File: config.mk
export PLATFORM = sky130hd
export DESIGN_NAME = uart_echo_top
export DESIGN_NICKNAME = d
export VERILOG_FILES = /design/src/rtl/uart_pkg.sv /design/src/rtl/uart_rx.sv /design/src/rtl/uart_tx.sv /design/src/rtl/button_debounce.sv /design/src/rtl/rx_store.sv /design/src/rtl/echo_sequencer.sv /design/src/rtl/uart_echo_top.sv
export VERILOG_INCLUDE_DIRS = /design/src /design/src/rtl
export SDC_FILE = /design/constraint.sdc
export NUM_CORES = 1
export LEC_CHECK = 0
export BUFFER_PORTS_ARGS = -buffer_cell sky130_fd_sc_hd__buf_2
export CAP_MARGIN = 20
export CORE_MARGIN = 4
export CORE_UTILIZATION = 57
export CTS_CLUSTER_DIAMETER = 60
export DETAILED_ROUTE_END_ITERATION = 12
export PLACE_DENSITY = 0.73
export SETUP_SLACK_MARGIN = 0.4
export SLEW_MARGIN = 20
export SYNTH_ARGS = -nofsm -noshare
export SYNTH_HDL_FRONTEND = slang
export SYNTH_SLANG_ARGS = --single-unit
export TNS_END_PERCENT = 30
File: constraint.sdc
create_clock -name clk -period 2.8 [get_ports clk]
set_clock_uncertainty 0.05 [all_clocks]
set_input_delay 0.7 -clock clk [delete_from_list [all_inputs] [get_ports clk]]
set_output_delay 0.7 -clock clk [all_outputs]
set_load 0.03 [all_outputs]
File: src/rtl/uart_consts.svh
`ifndef UART_CONSTS_SVH
`define UART_CONSTS_SVH

// ==========================================================================
// serial line timing
// ==========================================================================

// clock cycles per serial bit
`define UART_CLKS_PER_BIT 16

// data bits per frame, sent lsb first
`define UART_DATA_BITS 8

// ==========================================================================
// byte buffer and button
// ==========================================================================

// bytes held for replay
`define UART_BUF_DEPTH 32

// cycles a new button level must hold before it counts
`define DEBOUNCE_CYCLES 8

`endif

File: src/rtl/uart_pkg.sv
`default_nettype none

`include "uart_consts.svh"

package uart_pkg;

    // one serial data byte
    typedef logic [`UART_DATA_BITS-1:0] uart_byte_t;

    // index into the byte buffer
    typedef logic [$clog2(`UART_BUF_DEPTH)-1:0] buf_addr_t;

    // fill count, 0 up to full depth inclusive
    typedef logic [$clog2(`UART_BUF_DEPTH+1)-1:0] buf_len_t;

    // single-cycle byte strobe, no back-pressure
    typedef struct packed {
        logic       valid;
        uart_byte_t data;
    } byte_strobe_t;

endpackage

`default_nettype wire

File: src/rtl/uart_rx.sv
`timescale 1ns/1ns
`default_nettype none

`include "uart_consts.svh"

module uart_rx (
    input  logic                  clk,
    input  logic                  reset,
    input  logic                  rxd,
    output uart_pkg::byte_strobe_t rx_byte
);

    localparam int CNT_W = $clog2(`UART_CLKS_PER_BIT);
    localparam int BIT_W = $clog2(`UART_DATA_BITS);
    localparam logic [CNT_W-1:0] BIT_LAST  = CNT_W'(`UART_CLKS_PER_BIT - 1);
    localparam logic [CNT_W-1:0] HALF_LAST = CNT_W'(`UART_CLKS_PER_BIT / 2 - 1);
    localparam logic [BIT_W-1:0] DATA_LAST = BIT_W'(`UART_DATA_BITS - 1);

    typedef enum logic [1:0] {
        RX_IDLE,
        RX_START,
        RX_DATA,
        RX_STOP
    } rx_state_t;

    rx_state_t              state;
    logic                   rx_meta;
    logic                   rx_sync;
    logic [CNT_W-1:0]       cnt;
    logic [BIT_W-1:0]       bit_idx;
    logic                   valid_q;
    uart_pkg::uart_byte_t   shreg;

    // ======================================================================
    // input synchronizer, line idles high
    // ======================================================================
    always_ff @(posedge clk or posedge reset) begin
        if (reset) begin
            rx_meta <= 1'b1;
            rx_sync <= 1'b1;
        end else begin
            rx_meta <= rxd;
            rx_sync <= rx_meta;
        end
    end

    // ======================================================================
    // frame FSM
    // ======================================================================
    always_ff @(posedge clk or posedge reset) begin
        if (reset) begin
            state   <= RX_IDLE;
            cnt     <= '0;
            bit_idx <= '0;
            valid_q <= 1'b0;
        end else begin
            valid_q <= 1'b0;
            case (state)
                RX_IDLE: begin
                    cnt <= '0;
                    // falling edge opens a frame
                    if (!rx_sync) begin
                        state <= RX_START;
                    end
                end
                RX_START: begin
                    // half a bit to reach mid start bit
                    if (cnt == HALF_LAST) begin
                        cnt     <= '0;
                        bit_idx <= '0;
                        // line back high means a glitch
                        state   <= rx_sync ? RX_IDLE : RX_DATA;
                    end else begin
                        cnt <= cnt + 1'b1;
                    end
                end
                RX_DATA: begin
                    if (cnt == BIT_LAST) begin
                        cnt <= '0;
                        if (bit_idx == DATA_LAST) begin
                            state <= RX_STOP;
                        end else begin
                            bit_idx <= bit_idx + 1'b1;
                        end
                    end else begin
                        cnt <= cnt + 1'b1;
                    end
                end
                RX_STOP: begin
                    if (cnt == BIT_LAST) begin
                        cnt     <= '0;
                        state   <= RX_IDLE;
                        // framing error drops the byte
                        valid_q <= rx_sync;
                    end else begin
                        cnt <= cnt + 1'b1;
                    end
                end
                default: state <= RX_IDLE;
            endcase
        end
    end

    // data bits arrive lsb first, shift in from the top
    always_ff @(posedge clk) begin
        if (state == RX_DATA && cnt == BIT_LAST) begin
            shreg <= {rx_sync, shreg[`UART_DATA_BITS-1:1]};
        end
    end

    assign rx_byte = '{valid: valid_q, data: shreg};

    // one frame takes many cycles, so strobes can never touch
    a_strobe_single : assert property (
        @(posedge clk) disable iff (reset) rx_byte.valid |=> !rx_byte.valid
    );

endmodule

`default_nettype wire

File: src/rtl/uart_tx.sv
`timescale 1ns/1ns
`default_nettype none

`include "uart_consts.svh"

module uart_tx (
    input  logic                   clk,
    input  logic                   reset,
    input  uart_pkg::byte_strobe_t tx_req,
    output logic                   txd,
    output logic                   tx_done,
    output logic                   busy
);

    // start + data + stop
    localparam int FRAME_BITS = `UART_DATA_BITS + 2;
    localparam int CNT_W      = $clog2(`UART_CLKS_PER_BIT);
    localparam int IDX_W      = $clog2(FRAME_BITS);
    localparam logic [CNT_W-1:0] BIT_LAST   = CNT_W'(`UART_CLKS_PER_BIT - 1);
    localparam logic [IDX_W-1:0] FRAME_LAST = IDX_W'(FRAME_BITS - 1);

    logic [FRAME_BITS-1:0] shreg;
    logic [CNT_W-1:0]      cnt;
    logic [IDX_W-1:0]      bit_idx;

    // ======================================================================
    // frame shifter
    // ======================================================================
    always_ff @(posedge clk or posedge reset) begin
        if (reset) begin
            // all ones keeps the line idle high
            shreg   <= '1;
            cnt     <= '0;
            bit_idx <= '0;
            busy    <= 1'b0;
            tx_done <= 1'b0;
        end else begin
            tx_done <= 1'b0;
            if (!busy) begin
                if (tx_req.valid) begin
                    // stop, data, start; bit 0 goes out first
                    shreg   <= {1'b1, tx_req.data, 1'b0};
                    cnt     <= '0;
                    bit_idx <= '0;
                    busy    <= 1'b1;
                end
            end else if (cnt == BIT_LAST) begin
                cnt   <= '0;
                shreg <= {1'b1, shreg[FRAME_BITS-1:1]};
                // end of stop bit
                if (bit_idx == FRAME_LAST) begin
                    busy    <= 1'b0;
                    tx_done <= 1'b1;
                end else begin
                    bit_idx <= bit_idx + 1'b1;
                end
            end else begin
                cnt <= cnt + 1'b1;
            end
        end
    end

    assign txd = shreg[0];

    // sequencer must wait for tx_done before the next byte
    a_no_req_busy : assert property (
        @(posedge clk) disable iff (reset) tx_req.valid |-> !busy
    );

endmodule

`default_nettype wire

File: src/rtl/button_debounce.sv
`timescale 1ns/1ns
`default_nettype none

`include "uart_consts.svh"

module button_debounce (
    input  logic clk,
    input  logic reset,
    input  logic btn,
    output logic pulse
);

    localparam int CNT_W = $clog2(`DEBOUNCE_CYCLES);
    localparam logic [CNT_W-1:0] CNT_LAST = CNT_W'(`DEBOUNCE_CYCLES - 1);

    logic             btn_meta;
    logic             btn_sync;
    logic             level;
    logic [CNT_W-1:0] cnt;

    always_ff @(posedge clk or posedge reset) begin
        if (reset) begin
            btn_meta <= 1'b0;
            btn_sync <= 1'b0;
            level    <= 1'b0;
            cnt      <= '0;
            pulse    <= 1'b0;
        end else begin
            btn_meta <= btn;
            btn_sync <= btn_meta;
            pulse    <= 1'b0;
            if (btn_sync != level) begin
                // held long enough, take the new level
                if (cnt == CNT_LAST) begin
                    cnt   <= '0;
                    level <= btn_sync;
                    // press only, release is silent
                    pulse <= btn_sync;
                end else begin
                    cnt <= cnt + 1'b1;
                end
            end else begin
                // bounce back restarts the count
                cnt <= '0;
            end
        end
    end

endmodule

`default_nettype wire

File: src/rtl/rx_store.sv
`timescale 1ns/1ns
`default_nettype none

`include "uart_consts.svh"

module rx_store (
    input  logic                   clk,
    input  logic                   reset,
    input  uart_pkg::byte_strobe_t rx_byte,
    input  uart_pkg::buf_addr_t    rd_addr,
    output uart_pkg::uart_byte_t   rd_data,
    output uart_pkg::buf_len_t     fill_len
);

    localparam uart_pkg::buf_len_t DEPTH_LEN = uart_pkg::buf_len_t'(`UART_BUF_DEPTH);

    uart_pkg::uart_byte_t mem [0:`UART_BUF_DEPTH-1];
    logic                 wr_en;

    // bytes past a full buffer are lost
    assign wr_en = rx_byte.valid && (fill_len < DEPTH_LEN);

    always_ff @(posedge clk or posedge reset) begin
        if (reset) begin
            fill_len <= '0;
        end else if (wr_en) begin
            fill_len <= fill_len + 1'b1;
        end
    end

    // write slot is the current fill count
    always_ff @(posedge clk) begin
        if (wr_en) begin
            mem[uart_pkg::buf_addr_t'(fill_len)] <= rx_byte.data;
        end
    end

    // async read for the sequencer
    assign rd_data = mem[rd_addr];

    a_fill_bound : assert property (
        @(posedge clk) disable iff (reset) fill_len <= DEPTH_LEN
    );

endmodule

`default_nettype wire

File: src/rtl/echo_sequencer.sv
`timescale 1ns/1ns
`default_nettype none

module echo_sequencer (
    input  logic                   clk,
    input  logic                   reset,
    input  logic                   send_pulse,
    input  uart_pkg::buf_len_t     fill_len,
    input  uart_pkg::uart_byte_t   rd_data,
    input  logic                   tx_done,
    output uart_pkg::buf_addr_t    rd_addr,
    output uart_pkg::byte_strobe_t tx_req
);

    typedef enum logic {
        SEQ_IDLE,
        SEQ_REPLAY
    } seq_state_t;

    seq_state_t           state;
    uart_pkg::buf_addr_t  idx;
    uart_pkg::buf_len_t   len_q;
    uart_pkg::buf_len_t   next_count;
    logic                 start;
    logic                 advance;
    logic                 req_valid;
    uart_pkg::uart_byte_t req_data;

    // bytes sent once idx advances
    assign next_count = uart_pkg::buf_len_t'(idx) + 1'b1;

    assign start   = (state == SEQ_IDLE) && send_pulse && (fill_len != '0);
    assign advance = (state == SEQ_REPLAY) && tx_done && (next_count < len_q);

    // address the byte to load next
    assign rd_addr = (state == SEQ_IDLE) ? '0 : idx + 1'b1;

    // ======================================================================
    // replay FSM
    // ======================================================================
    always_ff @(posedge clk or posedge reset) begin
        if (reset) begin
            state     <= SEQ_IDLE;
            idx       <= '0;
            len_q     <= '0;
            req_valid <= 1'b0;
        end else begin
            req_valid <= start || advance;
            if (start) begin
                // length frozen here, later bytes wait for the next press
                state <= SEQ_REPLAY;
                idx   <= '0;
                len_q <= fill_len;
            end else if (advance) begin
                idx <= idx + 1'b1;
            end else if (state == SEQ_REPLAY && tx_done) begin
                // last byte done
                state <= SEQ_IDLE;
            end
        end
    end

    always_ff @(posedge clk) begin
        if (start || advance) begin
            req_data <= rd_data;
        end
    end

    // one strobe per byte, data held until the next load
    assign tx_req = '{valid: req_valid, data: req_data};

    a_req_timing : assert property (
        @(posedge clk) disable iff (reset)
        tx_req.valid |-> ($past(send_pulse) || $past(tx_done))
    );

endmodule

`default_nettype wire

File: src/rtl/uart_echo_top.sv
`timescale 1ns/1ns
`default_nettype none

module uart_echo_top (
    input  logic clk,
    input  logic reset,
    input  logic rxd,
    input  logic send_btn,
    output logic txd
);

    uart_pkg::byte_strobe_t rx_byte;
    uart_pkg::byte_strobe_t tx_req;
    uart_pkg::buf_addr_t    rd_addr;
    uart_pkg::uart_byte_t   rd_data;
    uart_pkg::buf_len_t     fill_len;
    logic                   send_pulse;
    logic                   tx_done;

    // ======================================================================
    // receive path
    // ======================================================================
    uart_rx u_uart_rx (
        .clk     (clk),
        .reset   (reset),
        .rxd     (rxd),
        .rx_byte (rx_byte)
    );

    rx_store u_rx_store (
        .clk      (clk),
        .reset    (reset),
        .rx_byte  (rx_byte),
        .rd_addr  (rd_addr),
        .rd_data  (rd_data),
        .fill_len (fill_len)
    );

    // ======================================================================
    // replay path
    // ======================================================================
    button_debounce u_button_debounce (
        .clk   (clk),
        .reset (reset),
        .btn   (send_btn),
        .pulse (send_pulse)
    );

    echo_sequencer u_echo_sequencer (
        .clk        (clk),
        .reset      (reset),
        .send_pulse (send_pulse),
        .fill_len   (fill_len),
        .rd_data    (rd_data),
        .tx_done    (tx_done),
        .rd_addr    (rd_addr),
        .tx_req     (tx_req)
    );

    // busy only feeds the transmitter's own check
    uart_tx u_uart_tx (
        .clk     (clk),
        .reset   (reset),
        .tx_req  (tx_req),
        .txd     (txd),
        .tx_done (tx_done),
        .busy    ()
    );

endmodule

`default_nettype wire

==> results of run 1 <==
-- routing by layer --
layer,share of wire (%),GRT usage [%],routed length (µm)
met1,40,33.0,13100
met2,48,39.1,15900
met3,7.8,4.64,2580
met4,4.5,10.4,1500
met5,0,0,0
-- flip-flops by register name, indices dropped and copies added (netlist names), 4 cells and up, named ones only --
signal	flops
u_echo_sequencer.req_data	8
u_uart_tx.shreg	9
u_rx_store.mem	256
u_uart_rx.cnt	4
u_echo_sequencer.idx	5
u_uart_tx.cnt	4
u_echo_sequencer.len_q	6
u_rx_store.fill_len	6
u_uart_rx.shreg	8
u_uart_tx.bit_idx	4
-- metrics by stage --
stage	hold WS, ps	setup WS, ps	cells	instance area, µm²
detailed placement	293	155	1326	14900
global placement	283	198	1326	14900
finish	157	280	1414	16600
floorplan	281	406	994	14100
CTS	165	307	1395	16200
global route	195	191	1414	16600
-- worst paths after layout --
kind,endpoint,cells after the start
worst max-delay path,u_echo_sequencer.req_data[1],9
worst min-delay path,u_uart_tx.cnt[0],2
worst max register to register,u_echo_sequencer.req_data[1],9
worst min register to register,u_uart_rx.rx_sync,0
max in group asynchronous,u_uart_rx.rx_meta,3
min in group clk,u_uart_rx.rx_meta,1
-- power groups by stage --
stage	clock [µW]	combinational (µW)	sequential [µW]
3_5_place_dp	0	415	5570
5_1_grt	4690	489	5490
3_3_place_gp	0	398	5560
4_1_cts	4420	424	5470
2_1_floorplan	0	364	5510
6_report	4390	426	5470
-- kinds of logic after synthesis --
| family | after synthesis |
|---|---|
| flops | 329 |
| simple gates | 248 |
| compound gates | 212 |
| buf+inv | 94 |
| mux | 80 |
| fa+ha+maj | 18 |
| xor+xnor | 13 |
-- worst max-delay path: cells and delay by family (launching register included) --
family,cells,cell delay (ps)
simple gates,2,470
buf+inv,4,520
mux,1,340
fa+ha+maj,1,320
compound gates,1,90
flops,1,450
-- synthesized netlist by cell type (3+ instances only) --
| cell type | number |
|---|---|
| a211oi_1 | 3 |
| mux2_1 | 5 |
| mux2i_1 | 48 |
| buf_2 | 20 |
| xor2_1 | 4 |
| inv_1 | 24 |
| a221oi_1 | 18 |
| a222oi_1 | 7 |
| or3_1 | 8 |
| dfrtp_1 | 46 |
| dfstp_2 | 11 |
| a221o_1 | 8 |
| nand4_1 | 10 |
| a21boi_0 | 8 |
| a22oi_1 | 25 |
| nand3b_1 | 5 |
| a2111o_1 | 7 |
| and2_1 | 14 |
| mux2_2 | 26 |
| buf_1 | 7 |
| nand3_1 | 27 |
| nor2b_1 | 29 |
| clkbuf_1 | 37 |
| o2111ai_1 | 24 |
| edfxtp_1 | 272 |
| or2_2 | 5 |
| a21oi_1 | 3 |
| buf_6 | 3 |
| o22ai_1 | 9 |
| nand2b_1 | 10 |
| a211o_1 | 8 |
| ha_1 | 18 |
| xnor2_1 | 8 |
| o21ai_0 | 44 |
| and3_1 | 18 |
| a22o_1 | 10 |
| a31oi_1 | 11 |
| or3b_2 | 4 |
| nand2_1 | 54 |
| o211ai_1 | 18 |
| nor2_1 | 54 |
-- layout make-up --
type / instances / area, µm²
Sequential cell: 329 / 9610
Tap cell: 324 / 405
Clock buffer: 46 / 938
Inverter: 25 / 96.3
Multi-Input combinational cell: 572 / 4420
Fill cell: 1604 / 7740
Timing Repair Buffer: 102 / 957
Clock inverter: 16 / 150
-- repair_timing --
item / CTS / global route
resized for setup: 32 / 32
pin swaps: 6 / 18
endpoints found under the setup margin: 20 / 21
setup buffers: 5 / 15
gates cloned: 2 / 3
==> out/summary.md, run 1 <==
### Finish
- Area growth, synth to finish: 17.6%
- leading cell type in the layout, fill and taps excluded: edfxtp_1
- number of nets in the layout: 1087
- final antenna diode count: 0
- proportion of layout cells with a drive suffix above 1: 22.8%
- final standard cell utilization of the core: 68.2%
- top library cells by usage in the layout, fill and taps aside: edfxtp_1, buf_4, nand2_1

### Detailed routing
- drt drc: 0
- detailed-router iteration count before antenna repair: 6
- routed wire length per instance: 23.4 µm
- vias after detailed routing: 8885
- Final ANT Viol Nets: 0
- Iteration-0 DRC Markers: 897
- total wire length: 33100 µm
- per-cell via count in the routed design: 6.28

### Yosys
- complex-gate fraction of the synthesized area: 11.3%
- area fraction in and, or, nand and nor cells after synthesis: 9.09%
- Synth Area in Adders: 1.60%
- count of flip-flops with a built-in enable after synthesis: 272
- fraction of synthesized cell area in xor and xnor cells: 0.941%
- area fraction of the dominant cell type after synthesis: 57.9%
- synthesized net count: 1016
- combined area of all synthesized cells: 14100 µm²
- Avg Cell Area, Syn: 14.2 µm²
- Yosys top cell by area: edfxtp_1
- share of synthesized area spent on multiplexers: 6.04%
- dominant register cell in the synthesized netlist: edfxtp_1
- dominant combinational cell family by area after synthesis: compound AO/OA/AOI/OAI gates
- post-synthesis cell type count: 59
- most area-consuming cells after synthesis: edfxtp_1, dfrtp_1, mux2i_1, mux2_2, dfstp_2
- Yosys reg bits: 329
- cell count after synthesis: 994
- async set-or-reset flop fraction in the synthesized netlist: 17.3%
- Yosys warning total: 0
- sequential-to-total area share from yosys stat: 68.1%

### Power and ir drop
- Internal Pwr Total: 8110 µW
- clock network power share: 42.6%
- Design Power: 10300 µW
- logic gate share of total power: 4.1%
- proportion of total power due to net switching: 21.2%
- cell area power density: 620 nW/µm²
- leakage dissipation: 0.00584 µW
- worst IR drop on VDD: 0.000559 V
- net switching power: 2180 µW
- proportion of power drawn by flip-flops and latches: 53.2%

### Setup path
- most frequent cell on the critical path: buf_12
- Worst setup SP type: register
- CP endpoint kind: register
- class of the most critical setup path: register to register
- worst endpoint required time: 3000 ps
- first element of the critical path: u_echo_sequencer.idx[0]
- startpoint of the most critical register-to-register path: u_echo_sequencer.idx[0]
- setup slack on the worst flop-to-flop path: 280 ps
- master of the slowest instance on the critical path: dfrtp_2
- peak per-stage delay on the critical path: 450 ps
- top fanout value on the critical path: 7
- Data arrival, critical path: 2720 ps
- Cell Chain, Critical Path: ha_4 -> buf_12 -> buf_12 -> buf_12 -> buf_8 -> mux2_2 -> or3_4 -> o2111ai_4 -> nand4_1

### CTS
- CTS Buf Count: 35
- clock tree from TritonCTS: yes
- cell chosen for the clock root: clkbuf_16
- clock slew at reported path FFs: 60 ps
- latest clock arrival within the worst-skew pair: 510 ps
- number of H-tree branching levels: 2
- Bufs on Longest Clock Path: 3
- Hold Buf Count CTS: 0
- number of sinks handled by clock tree synthesis: 329

### Die
- Boundary Pins: 5
- die outline height: 165 µm
- row cnt: 57
- effective utilization at floorplan: 58.0%
- Floorplan Core Area: 24300 µm²
- full die area: 27300 µm²
- width of the chip: 165 µm

### Global route
- vias in the first global route: 8819
- wire length of the first global-routing pass: 50100 µm
- number of antenna violations at the first check in global routing: 0
- remaining global-route overflow: 0
- pin count of the biggest net entering global routing: 37
- global-route total usage across every layer: 24.4%

### Hold path
- Hold Path Class: input port to async pin

### Place
- Final GP Congestion: 0.898
- half-perimeter wire length after detailed placement: 20000 µm
- count of buffers inserted at the top-level ports: 4

### STA
- setup repair after global routing missed its margin: yes
- min Tclk post-route: 2520 ps
- maximum operating frequency: 0.397 GHz
- total negative slack for setup checks: 0 ps
- number of setup violations in the final report: 0
- Final Max Tran Viols: 0
- transition at the pin with the smallest max-transition slack: 736 ps
- worst rel slew slack: 50.9%
- period utilization: 90.0%
- endpoints failing hold: 0

### Job
- count of maximum capacitance violations: 0

### Run status
- run status: completed

(Power assumes the default switching activity.)
==> inputs of run 2 (changes only) <==
CORE_UTILIZATION = 45   (was 57)
PLACE_DENSITY = 0.59   (was 0.73)
==> run 2 against run 1 <==
Effect of this change:
- cell area shrank 0.15%
- clock-buffer cell count is 2 higher
- routed wire length grew 4.2%
- via count down 1.8%
- register-to-register slack improved by 100 ps
- die area up 25%
- non-clock buffer count rose by 3
- global-route usage down 4.4 points
- first-iteration DRC count fell by 1.3%
- sequential share of layout area increased by 0.088 points
- critical endpoint unchanged
==> out/summary.md, run 2 (synthesis gave the netlist of run 1 again) <==
### CTS
- CTS Buf Count: 38, +8.6%
- clock slew at reported path FFs: 60 ps, about the same
- Hold Buf Count CTS: 0, unchanged
- cell chosen for the clock root: clkbuf_16
- latest clock arrival within the worst-skew pair: 530 ps, +20 ps
- clock tree from TritonCTS: yes
- number of H-tree branching levels: 2, unchanged
- Bufs on Longest Clock Path: 3, unchanged
- number of sinks handled by clock tree synthesis: 329, unchanged

### Power and ir drop
- logic gate share of total power: 4.1%, about the same
- Internal Pwr Total: 8200 µW, +1.1%
- cell area power density: 630 nW/µm², +1.6%
- worst IR drop on VDD: 0.000508 V, -9.0%
- clock network power share: 43.6%, +1.0 points
- proportion of total power due to net switching: 21.5%, +0.27 points
- net switching power: 2240 µW, +2.8%
- proportion of power drawn by flip-flops and latches: 52.4%, -0.8 points
- leakage dissipation: 0.00581 µW, -0.37%

### Job
- count of maximum capacitance violations: 0, unchanged

### Place
- Final GP Congestion: 0.858, -4.4%
- half-perimeter wire length after detailed placement: 21100 µm, +5.4%
- count of buffers inserted at the top-level ports: 4, unchanged

### Global route
- vias in the first global route: 8473, -3.9%
- global-route total usage across every layer: 20.0%, -4.4 points
- pin count of the biggest net entering global routing: 34, -8.1%
- number of antenna violations at the first check in global routing: 0, unchanged
- wire length of the first global-routing pass: 51900 µm, +3.5%
- remaining global-route overflow: 0, unchanged

### STA
- number of setup violations in the final report: 0, unchanged
- Final Max Tran Viols: 0, unchanged
- endpoints failing hold: 0, unchanged
- period utilization: 86.4%, -3.6 points
- worst-case hold slack: 191 ps, +34.5 ps
- total negative slack for setup checks: 0 ps, unchanged
- setup repair after global routing missed its margin: yes
- min Tclk post-route: 2420 ps, -100 ps
- maximum operating frequency: 0.413 GHz, +4.1%
- transition at the pin with the smallest max-transition slack: 725 ps, -10.8 ps
- worst rel slew slack: 51.5%, +0.54 points

### Die
- row cnt: 64, +12%
- Floorplan Core Area: 30700 µm², +26%
- full die area: 34200 µm², +25%
- effective utilization at floorplan: 45.9%, -12 points
- die outline height: 185 µm, +12%
- Boundary Pins: 5, unchanged
- width of the chip: 185 µm, +12%

### Detailed routing
- drt drc: 0, unchanged
- per-cell via count in the routed design: 5.83, -7.3%
- routed wire length per instance: 23.0 µm, -1.5%
- Iteration-0 DRC Markers: 885, -1.3%
- total wire length: 34500 µm, +4.2%
- vias after detailed routing: 8723, -1.8%
- detailed-router iteration count before antenna repair: 5, -1
- Final ANT Viol Nets: 0, unchanged

### Setup path
- master of the slowest instance on the critical path: dfrtp_2
- Cell Chain, Critical Path: ha_4 -> buf_16 -> mux2i_2 -> o22ai_1 -> mux2_1 -> o2111ai_1 -> nand4_1
- Worst setup SP type: register
- top fanout value on the critical path: 22, +15
- top cell family by delay on the critical path: multiplexers
- CP Depth: 7, -2
- R2R depth: 7, -2
- buffers plus inverters on the worst setup path: 1, -3
- peak per-stage delay on the critical path: 420 ps, -30 ps
- CP endpoint kind: register
- worst endpoint required time: 3010 ps, about the same
- Data arrival, critical path: 2630 ps, -90 ps
- class of the most critical setup path: register to register

### Hold path
- Hold Path Class: input port to async pin

### Run status
- run status: completed

### Finish
- Reg with most FFs: u_rx_store.mem
- leading cell type in the layout, fill and taps excluded: edfxtp_1
- final antenna diode count: 0, unchanged
- biggest registers after layout: u_rx_store.mem x256, u_uart_tx.shreg x9
- number of nets in the layout: 1094, +0.64%
- number of flip-flops under the largest register name: 256, unchanged
- top library cells by usage in the layout, fill and taps aside: edfxtp_1, buf_4, nand2_1
- Area growth, synth to finish: 17.4%
- proportion of layout cells with a drive suffix above 1: 21.6%, -1.2 points

-- run 2: cell types whose count changed in the layout (fill, tap and decap cells not counted), sizes merged, moves of 2 or more --
cell,before,now
buf,98,105
bufinv,2,0
clkinv,10,20
inv,28,25
-- run 2: per-stage QoR --
| stage | util (%) | worst slack, ps | instances | total power (µW) | instance area, µm² |
|---|---|---|---|---|---|
| after floorplan | - | 406 | 994 | 5870 | 14100 |
| after global placement | 48.8 | 216 | 1405 | 5970 | 15000 |
| after detailed placement | 48.8 | 111 | 1405 | 5990 | 15000 |
| after CTS | 53.2 | 358 | 1484 | 10500 | 16400 |
| after global routing | 53.8 | 303 | 1497 | 10800 | 16600 |
| final | 53.8 | 380 | 1497 | 10400 | 16600 |
-- run 2: power groups by stage --
stage / logic, µW / registers (µW) / clock network (µW)
final: 425 / 5470 / 4550
after global placement: 411 / 5560 / 0
after detailed placement: 425 / 5560 / 0
after CTS: 428 / 5470 / 4620
after global routing: 490 / 5490 / 4830
after floorplan: 364 / 5510 / 0
-- run 2: routing by layer --
layer	wire length [µm]	global-route usage, %
met1	15600	29.2
met3	1740	2.57
met4	1130	7.34
met2	16000	30.9
met5	0	0
-- run 2: final cells by class --
| class | instances | area [µm²] |
|---|---|---|
| Timing Repair Buffer | 105 | 905 |
| Multi-Input combinational cell | 573 | 4290 |
| Tap cell | 396 | 495 |
| Fill cell | 2574 | 14200 |
| Sequential cell | 329 | 9610 |
| Clock buffer | 48 | 1050 |
| Inverter | 25 | 98.8 |
| Clock inverter | 21 | 104 |
-- run 2: path summary, 6_finish.rpt --
| kind | endpoint | slack [ps] | start |
|---|---|---|---|
| setup / recovery | u_echo_sequencer.req_data[1] | 380 | u_echo_sequencer.idx[0] |
| hold / removal | u_uart_tx.bit_idx[1] | 190 | reset |
| setup reg to reg | u_echo_sequencer.req_data[1] | 380 | u_echo_sequencer.idx[0] |
| hold reg to reg | u_button_debounce.btn_sync | 300 | u_button_debounce.btn_meta |
| max in group asynchronous | u_uart_rx.rx_meta | 1850 | reset |
| min in group clk | u_uart_rx.rx_meta | 240 | rxd |
-- run 2: timing repair --
action,in CTS,in global routing
cloned,3,0
setup endpoints to repair,21,21
pin swaps,7,10
buffers inserted,7,13
hold endpoints to repair,0,0
resized for setup,22,18
